[src/sprite_draw_pkg.sv]
package sprite_draw_pkg;

    // Visible screen area of the VGA adapter
    localparam int SCREEN_WIDTH  = 160;
    localparam int SCREEN_HEIGHT = 120;

    // Square sprite, side length in pixels
    localparam int SPRITE_SIZE  = 2;
    localparam int OFFSET_WIDTH = $clog2(SPRITE_SIZE);

    // Fixed-point player position, pixel part above the fraction
    localparam int FRAC_BITS     = 6;
    localparam int POS_X_WIDTH   = 14;
    localparam int POS_Y_WIDTH   = 13;
    localparam int PIXEL_X_WIDTH = POS_X_WIDTH - FRAC_BITS;
    localparam int PIXEL_Y_WIDTH = POS_Y_WIDTH - FRAC_BITS;

    // 6 bits per channel, red green blue
    localparam int CHANNEL_BITS = 6;

    typedef logic [3*CHANNEL_BITS-1:0] colour_t;

    localparam logic [CHANNEL_BITS-1:0] CHANNEL_MID = 1 << (CHANNEL_BITS - 1);
    localparam colour_t PLAYER_COLOUR = {CHANNEL_MID, CHANNEL_MID, CHANNEL_MID};

    typedef struct packed {
        logic [PIXEL_X_WIDTH-1:0] pixel;
        logic [FRAC_BITS-1:0]     frac;
    } pos_x_t;

    typedef struct packed {
        logic [PIXEL_Y_WIDTH-1:0] pixel;
        logic [FRAC_BITS-1:0]     frac;
    } pos_y_t;

    // One screen coordinate
    typedef struct packed {
        logic [PIXEL_X_WIDTH-1:0] x;
        logic [PIXEL_Y_WIDTH-1:0] y;
    } pixel_t;

    // Top-left corner of the sprite in whole pixels
    typedef struct packed {
        logic [PIXEL_X_WIDTH-1:0] x_base;
        logic [PIXEL_Y_WIDTH-1:0] y_base;
    } draw_req_t;

endpackage
[src/sprite_draw_top.sv]
`timescale 1ns/1ps

module sprite_draw_top (
    input  logic                                      clock,
    input  logic                                      reset,
    input  logic                                      start,
    input  sprite_draw_pkg::pos_x_t                   x,
    input  sprite_draw_pkg::pos_y_t                   y,
    output logic [sprite_draw_pkg::PIXEL_X_WIDTH-1:0] vga_x,
    output logic [sprite_draw_pkg::PIXEL_Y_WIDTH-1:0] vga_y,
    output sprite_draw_pkg::colour_t                  vga_colour,
    output logic                                      vga_write,
    output logic                                      done,
    output logic                                      busy
);

    logic                       req_valid;
    sprite_draw_pkg::draw_req_t req;
    logic                       pixel_write;
    sprite_draw_pkg::pixel_t    pixel;
    logic                       sweep_done;

    draw_request i_draw_request (
        .clock      (clock),
        .reset      (reset),
        .start      (start),
        .x          (x),
        .y          (y),
        .sweep_done (sweep_done),
        .req_valid  (req_valid),
        .req        (req),
        .busy       (busy)
    );

    draw_player i_draw_player (
        .clock       (clock),
        .reset       (reset),
        .req_valid   (req_valid),
        .req         (req),
        .pixel_write (pixel_write),
        .pixel       (pixel),
        .sweep_done  (sweep_done)
    );

    vga_write_port i_vga_write_port (
        .clock       (clock),
        .reset       (reset),
        .pixel_write (pixel_write),
        .pixel       (pixel),
        .sweep_done  (sweep_done),
        .vga_x       (vga_x),
        .vga_y       (vga_y),
        .vga_colour  (vga_colour),
        .vga_write   (vga_write),
        .done        (done)
    );

endmodule

[src/vga_write_port.sv]
`timescale 1ns/1ps

module vga_write_port (
    input  logic                                      clock,
    input  logic                                      reset,
    input  logic                                      pixel_write,
    input  sprite_draw_pkg::pixel_t                   pixel,
    input  logic                                      sweep_done,
    output logic [sprite_draw_pkg::PIXEL_X_WIDTH-1:0] vga_x,
    output logic [sprite_draw_pkg::PIXEL_Y_WIDTH-1:0] vga_y,
    output sprite_draw_pkg::colour_t                  vga_colour,
    output logic                                      vga_write,
    output logic                                      done
);

    logic on_screen;

    // Anything past the right or bottom edge is dropped
    assign on_screen = pixel_write
                    && (pixel.x < sprite_draw_pkg::SCREEN_WIDTH)
                    && (pixel.y < sprite_draw_pkg::SCREEN_HEIGHT);

    always_ff @(posedge clock) begin
        if (reset) begin
            vga_write  <= 1'b0;
            done       <= 1'b0;
            vga_x      <= '0;
            vga_y      <= '0;
            vga_colour <= '0;
        end else begin
            vga_write <= on_screen;
            done      <= sweep_done;
            // Coordinates hold their last written value between writes
            if (on_screen) begin
                vga_x      <= pixel.x;
                vga_y      <= pixel.y;
                vga_colour <= sprite_draw_pkg::PLAYER_COLOUR;
            end
        end
    end

endmodule

[src/draw_player.sv]
`timescale 1ns/1ps

module draw_player (
    input  logic                       clock,
    input  logic                       reset,
    input  logic                       req_valid,
    input  sprite_draw_pkg::draw_req_t req,
    output logic                       pixel_write,
    output sprite_draw_pkg::pixel_t    pixel,
    output logic                       sweep_done
);

    typedef enum logic [2:0] {
        WAIT        = 3'd0,
        INITIALIZE  = 3'd1,
        ADD_OFFSET  = 3'd2,
        WRITE_PIXEL = 3'd3,
        INCREMENT   = 3'd4,
        DONE        = 3'd5
    } state_t;

    state_t state;

    // Control lines from FSM to datapath
    logic load;
    logic clear_counter;
    logic add_offset;
    logic increment_counter;
    logic counter_at_max;

    // Datapath registers
    sprite_draw_pkg::draw_req_t              corner;
    logic [2*sprite_draw_pkg::OFFSET_WIDTH-1:0] counter;
    logic [sprite_draw_pkg::OFFSET_WIDTH-1:0]   x_offset;
    logic [sprite_draw_pkg::OFFSET_WIDTH-1:0]   y_offset;

    // Transition table
    always_ff @(posedge clock) begin
        if (reset) begin
            state <= WAIT;
        end else begin
            case (state)
                WAIT: begin
                    if (req_valid) begin
                        state <= INITIALIZE;
                    end
                end
                INITIALIZE: begin
                    state <= ADD_OFFSET;
                end
                ADD_OFFSET: begin
                    state <= WRITE_PIXEL;
                end
                WRITE_PIXEL: begin
                    state <= counter_at_max ? DONE : INCREMENT;
                end
                INCREMENT: begin
                    state <= ADD_OFFSET;
                end
                DONE: begin
                    state <= WAIT;
                end
                default: begin
                    state <= WAIT;
                end
            endcase
        end
    end

    // Controls decoded straight from the state
    assign load              = (state == INITIALIZE);
    assign clear_counter     = (state == INITIALIZE);
    assign add_offset        = (state == ADD_OFFSET);
    assign increment_counter = (state == INCREMENT);
    assign pixel_write       = (state == WRITE_PIXEL);
    assign sweep_done        = (state == DONE);

    // Low half steps along x, high half along y
    assign x_offset       = counter[sprite_draw_pkg::OFFSET_WIDTH-1:0];
    assign y_offset       = counter[2*sprite_draw_pkg::OFFSET_WIDTH-1:
                                    sprite_draw_pkg::OFFSET_WIDTH];
    assign counter_at_max = &counter;

    always_ff @(posedge clock) begin
        if (reset || clear_counter) begin
            counter <= '0;
        end else if (increment_counter) begin
            counter <= counter + 1'b1;
        end
    end

    always_ff @(posedge clock) begin
        if (load) begin
            corner <= req;
        end
    end

    // Sum wraps at coordinate width, the output stage clips it
    always_ff @(posedge clock) begin
        if (add_offset) begin
            pixel.x <= corner.x_base + sprite_draw_pkg::PIXEL_X_WIDTH'(x_offset);
            pixel.y <= corner.y_base + sprite_draw_pkg::PIXEL_Y_WIDTH'(y_offset);
        end
    end

endmodule

[src/draw_request.sv]
`timescale 1ns/1ps

module draw_request (
    input  logic                       clock,
    input  logic                       reset,
    input  logic                       start,
    input  sprite_draw_pkg::pos_x_t    x,
    input  sprite_draw_pkg::pos_y_t    y,
    input  logic                       sweep_done,
    output logic                       req_valid,
    output sprite_draw_pkg::draw_req_t req,
    output logic                       busy
);

    // High for the one cycle between sampling start and issuing the request
    logic pending;
    logic accept;

    // A sweep that finishes this cycle frees the drawer for the next start
    assign accept = start && !pending && (!busy || sweep_done);

    // Control state
    always_ff @(posedge clock) begin
        if (reset) begin
            pending   <= 1'b0;
            req_valid <= 1'b0;
            busy      <= 1'b0;
        end else begin
            pending   <= accept;
            req_valid <= pending;
            if (pending) begin
                busy <= 1'b1;
            end else if (sweep_done) begin
                busy <= 1'b0;
            end
        end
    end

    // Corner in whole pixels, fraction bits are dropped
    always_ff @(posedge clock) begin
        if (accept) begin
            req.x_base <= x.pixel;
            req.y_base <= y.pixel;
        end
    end

endmodule

[config.mk]
export PLATFORM = sky130hd
export DESIGN_NAME = sprite_draw_top
export DESIGN_NICKNAME = d
export VERILOG_FILES = /design/src/sprite_draw_pkg.sv /design/src/sprite_draw_top.sv /design/src/vga_write_port.sv /design/src/draw_player.sv /design/src/draw_request.sv
export SDC_FILE = /design/constraint.sdc
export NUM_CORES = 1
export LEC_CHECK = 0
export BUFFER_PORTS_ARGS = -buffer_cell sky130_fd_sc_hd__buf_2
export CAP_MARGIN = 0
export CORE_ASPECT_RATIO = 0.6
export CORE_MARGIN = 3
export CORE_UTILIZATION = 47
export CTS_CLUSTER_DIAMETER = 120
export DETAILED_ROUTE_END_ITERATION = 10
export PLACE_DENSITY = 0.73
export SYNTH_ARGS = -nofsm -noshare
export SYNTH_HDL_FRONTEND = slang
export SYNTH_SLANG_ARGS = --single-unit
[constraint.sdc]
create_clock -name clock -period 3.4 [get_ports clock]
set_clock_uncertainty 0.2 [all_clocks]
set_input_delay 0.68 -clock clock [delete_from_list [all_inputs] [get_ports clock]]
set_output_delay 0.68 -clock clock [all_outputs]
set_load 0.05 [all_outputs]
== Word-level counts from Yosys, hierarchy flattened ==
Index checks and enable logic that the tools add are counted.
Storage, ports and cells
  input port bits: 30
  output and inout bits: 36
  word-level logic and storage cells: 44
  bits in registers: 71
Operators by class
  add/subtract/negate cells: 3
  $lt $le $gt $ge: 2
  reductions and logical operators: 12
  multiplexer cells: 5
  eq/ne operators: 6
Operator list (count)
  $pmux W3 S4: 1
  $add A8 B1 Y8: 1
  $lt A8 B8 Y1 const B: 1
  $add A7 B1 Y7: 1
  $lt A7 B7 Y1 const B: 1
  $eq A3 B2 Y1 const B: 2
  $eq A3 B3 Y1 const B: 2
  $logic_and A1 B1 Y1: 4
  $eq A3 B1 Y1 const B: 1
  $logic_not A3 Y1: 1
  $mux W1: 3
  $mux W3: 1
  $add A2 B1 Y2 const B: 1
  $logic_not A1 Y1: 2
  $logic_or A1 B1 Y1: 2
  $ne A2 B2 Y1 const B: 1
  $reduce_and A2 Y1: 1
  $reduce_bool A2 Y1: 1
  $reduce_or A2 Y1: 1

== Depth between registers and ports, before layout ==
  word-level depth: 3
  mapped depth: 7
  gate-level depth less buffers: 5

== Hierarchy ==
From an unflattened synthesis, not the netlist that was laid out.
Second synthesis, totals
  cells, all modules: 209
  area total of the unflattened synthesis: 2915.3 µm²
By module, submodules not included
  draw_player: cells an instance 89, area an instance 1412.6 µm², times used 1
  vga_write_port: cells an instance 97, area an instance 939.7 µm², times used 1
  draw_request: cells an instance 23, area an instance 563.0 µm², times used 1

== Worst setup path after synthesis ==
No wires, ideal clock.
  path type: reg2reg
  start: register i_draw_player.state[0]
  end: register i_draw_player.corner[0] in the netlist's numbering, enable pin
  slack: 1.022 ns
  setup time: 0.409 ns
  required time: 2.791 ns
  arrival: 1.768 ns
  cell stages (with the launch flop): 3
  path buffers: 1
  path through: dfxtp_1 clkbuf_1 nor3b_1
Between the ends
  cells in the longest elaborated chain, start to end: 1
Ends and longest elaborated chain
  from (decl): RTL line draw_player.sv:22  | state_t state;
  from (signal assigned): RTL line draw_player.sv:55  | state <= counter_at_max ? DONE : INCREMENT;
  $eq A3 B1 Y1: RTL line draw_player.sv:71  | assign load = (state == INITIALIZE);
  to (signal assigned): RTL line draw_player.sv:94  | corner <= req;
  to (decl): RTL line draw_player.sv:32  | sprite_draw_pkg::draw_req_t corner;
Every way passes these cells.
A chain may end at the register's enable or synchronous reset.

== Worst setup path after layout ==
  start: register i_draw_player.state[1]
  end: register i_draw_request.req[8] (netlist name)
Between the ends
  cells in the longest elaborated chain, start to end: 3
Ends and longest elaborated chain
  $eq A3 B3 Y1: RTL line draw_player.sv:76  | assign sweep_done = (state == DONE);
  $logic_or A1 B1 Y1: RTL line draw_request.sv:20  | assign accept = start && !pending && (!busy || sweep_done);
  $logic_and A1 B1 Y1: RTL line draw_request.sv:20
  named net i_draw_request.accept: RTL line draw_request.sv:17  | logic accept;
The timed path passes the listed nets, and every way through them passes these cells.

==> results.env <==
FIRST_PASS_ITERS=4
RSZ0062_AT_GRT='no'
TIMING.HOLD.WS_NS=0.216
CTS.REPAIR.RESIZED=0
WORST_SLEW_MARGIN_RELATIVE_TO_ITS_LIMIT_PCT=27.3
YOSYS_REGISTER_BITS=71
SYN-CELL-AREA_MM2=0.00285
CRITICALPATHCATEGORY='flop to flop'
NUMBER_OF_FLOPS_MAPPED_TO_ENABLE_CELLS_BY_YOSYS=45
POST_DP_CELL_AREA_MM2=0.00300
DRV_SLEW=0
DRT-INITIAL-DRC-COUNT=81
GRT_PASS1_WL_UM=6520
CTS.PATH.MAX_BUFFERS=2
SYNTH.AREA.TOP_CELLS='sky130_fd_sc_hd__edfxtp_1 47%, sky130_fd_sc_hd__dfxtp_1 18%, sky130_fd_sc_hd__nand2b_1 5.3%'
ROUTED_WIRELENGTH_UM=4010
MIN_PERIOD_OVER_PERIOD_PCT=60.5
CLOCK_INSERTION_DELAY_WORST_SKEW_NS=0.34
GLOBALPLACE.CONGESTION=0.780
PLACE_WS_NS=1.32
ROUTE.VIAS.TOTAL=1477
PORT-BUFFER-COUNT=38
DIE_HEIGHT_UM=66.3
SETUP_VIOL_COUNT_FINAL=0
TRITONCTS_CLOCK_TREE='built'
CTS.REPAIR_TIMING.SETUP_BUFFER_COUNT=0
P_LEAK_nW=1.24
NUM_ROWS=21
VDD_IR_DROP_MAX_mV=0.367
CRITICAL_PATH_PEAK_FANOUT=15
SYNTH_SEQ_AREA_SHARE_PCT=65.7
MIN_PERIOD_NS=2.06
CRITPATHARRIVALTIME_NS=1.83
FILLERINSTANCES=490
CLK_TRANSITION_REPORTED_PATHS_NS=0.07
TIMING_HOLD_VIOLATIONS_FINAL=0
PLACEABLECOREAREA_MM2=0.00573
GLOBALROUTEOVERFLOWTOTAL=0
POSTSYNTHAREAPERCELL_UM2=13.5
FINAL_WS_SETUP_NS=1.34
SYN_INST=211
STARTPOINT_TYPE='flop'
FINISH.UTILIZATION_PCT=56.1
CTSROOTBUFFERMASTER='sky130_fd_sc_hd__clkbuf_8'
YS_TYPES=33
TIMING.CRITICAL_PATH.TO_TYPE='flop'
YS.FLOP_TYPE='sky130_fd_sc_hd__edfxtp_1'
YS_ASYNC_SR_FRACTION_PCT=0
FINALSETUPTNS_NS=0
SYNTH_WARNINGS=0
DRC_ERRORS=0
YOSYSTOPAREACELL='sky130_fd_sc_hd__edfxtp_1'
CTS_HOLD_REPAIR.BUFFERS=0
SYNTHDOMINANTCELLAREASHARE_PCT=47.4
OUTCOME='completed'
EFFECTIVE_UTILIZATION_AT_FLOORPLAN_PCT=49.8
DEEPEST_LEVEL_OF_THE_CTS_H_TREE=3
FP.DIEAREA_MM2=0.00707
TRITONCTS.NUM_BUFFERS=9
ANTENNA_CELLS=0
YOSYS.CELL_COUNT.TOP_TYPE='sky130_fd_sc_hd__edfxtp_1'
FINAL_NET_COUNT=282
PLACE_HPWL_UM=2770
BOUNDARYPINS=66
TIMING_WORST_SLEW_PIN_VALUE_NS=1.09
POWER.DENSITY_mW_PER_MM2=559
CRIT_REQUIRED_NS=3.17
AVGROUTEDWIREPERCELL_UM=12.1
DRIVE_GT1_SHARE_PCT=21.4
SYNTHTOPCELLSBYCOUNT='45 x sky130_fd_sc_hd__edfxtp_1, 26 x sky130_fd_sc_hd__dfxtp_1, 24 x sky130_fd_sc_hd__nand2b_1'
HOLDCRITPATHCLASS='flop to flop'
ANTENNA_VIOLATIONS_BEFORE_REPAIR=0
CTS_NUM_SINKS=71
FIRST_GLOBAL_VIAS=1355
DRT.ANTENNA.VIOLATING_NETS=0
DRT-VIAS-PER-INSTANCE=4.45
AREA_GROWTH_SYN_TO_LAYOUT_PCT=12.6
DRV.MAX_CAP_VIOLATION_COUNT=0
GRTUSAGETOTAL_PCT=12.6
DIE-WIDTH_UM=107
MAX_FREQ_MHz=486
GRT_START_MAX_NET_PINS=39
LAYOUT.CELL_AREA.NON_FILLER_MM2=0.00321
## kinds of logic after synthesis
kind of cell    share of synthesized area, %
compound gates                          3.91
other cells                            0.132
flops                                   65.7
mux                                     4.21
xor+xnor                                3.69
simple gates                            12.9
buf+inv                                 7.29
fa+ha+maj                               2.19
## state kept, by name, summed over array words and instances, names as in the netlist
name                         flops
i_draw_request.req_valid         1
i_vga_write_port.vga_colour      1
i_vga_write_port.vga_y           7
i_draw_request.busy              1
i_vga_write_port.done            1
i_vga_write_port.vga_x           8
i_draw_request.pending           1
i_draw_request.req              15
i_draw_player.state              3
i_draw_player.pixel             15
i_vga_write_port.vga_write       1
i_draw_player.counter            2
i_draw_player.corner            15
## metrics by stage
stage | instances | power, mW
final | 332 | 1.79
after global routing | 332 | 1.87
after CTS | 332 | 1.82
after detailed placement | 316 | 1.11
after global placement | 316 | 1.10
after floorplan | 225 | 1.09
## cell type report
| class | instances | area (µm²) | share of cell area, % |
|---|---|---|---|
| sequential | 71 | 1870 | 58.3 |
| multi-input combinational | 125 | 828 | 25.8 |
| timing repair buffer | 38 | 190 | 5.92 |
| clock buffer | 10 | 128 | 3.98 |
| tap | 80 | 100 | 3.12 |
| clock inverter | 6 | 85.1 | 2.65 |
| inverter | 2 | 7.51 | 0.234 |
## placed cells by master (no fill, tap or decap), drive strengths merged, types with 2 or more instances in the layout
cell type and instances:
a21oi 6, a41oi 2, and2 5, and3 6, and3b 2, buf 38
bufinv 2, clkbuf 10, clkinv 3, conb 15, dfxtp 26, edfxtp 45
ha 5, inv 2, mux2i 12, nand2 3, nand2b 24, nand3 6
nand4 2, nor2 6, nor2b 2, nor3 3, nor3b 2, o21ai 7
xnor2 7, xor2 5
## worst paths after layout
| path | slack, ns | endpoint | cells past startpoint | from |
|---|---|---|---|---|
| worst max-delay path | 1.34 | i_draw_request.req[8] | 3 | i_draw_player.state[1] |
| worst min-delay path | 0.22 | i_draw_player.corner[13] | 0 | i_draw_request.req[13] |
| worst max register to register | 1.34 | i_draw_request.req[8] | 3 | i_draw_player.state[1] |
| worst min register to register | 0.22 | i_draw_player.corner[13] | 0 | i_draw_request.req[13] |
## worst max-delay path: stages (launching register included)
cell	delay, ns
sky130_fd_sc_hd__dfxtp_1	0.43
sky130_fd_sc_hd__nand3b_1	0.23
sky130_fd_sc_hd__a21oi_1	0.23
sky130_fd_sc_hd__and2_1	0.59
## routing by layer
layer / GRT usage [%] / wire [µm]
met3: 7.41 / 309
met2: 16.0 / 1460
met4: 3.35 / 36
met5: 0 / 0
met1: 18.0 / 2210
## where the power goes
part / switching [mW] / internal (mW)
sequential: 0.0202 / 0.960
combinational: 0.0798 / 0.0267
clock: 0.297 / 0.411
No activity file was read; power rests on OpenSTA's default activity.
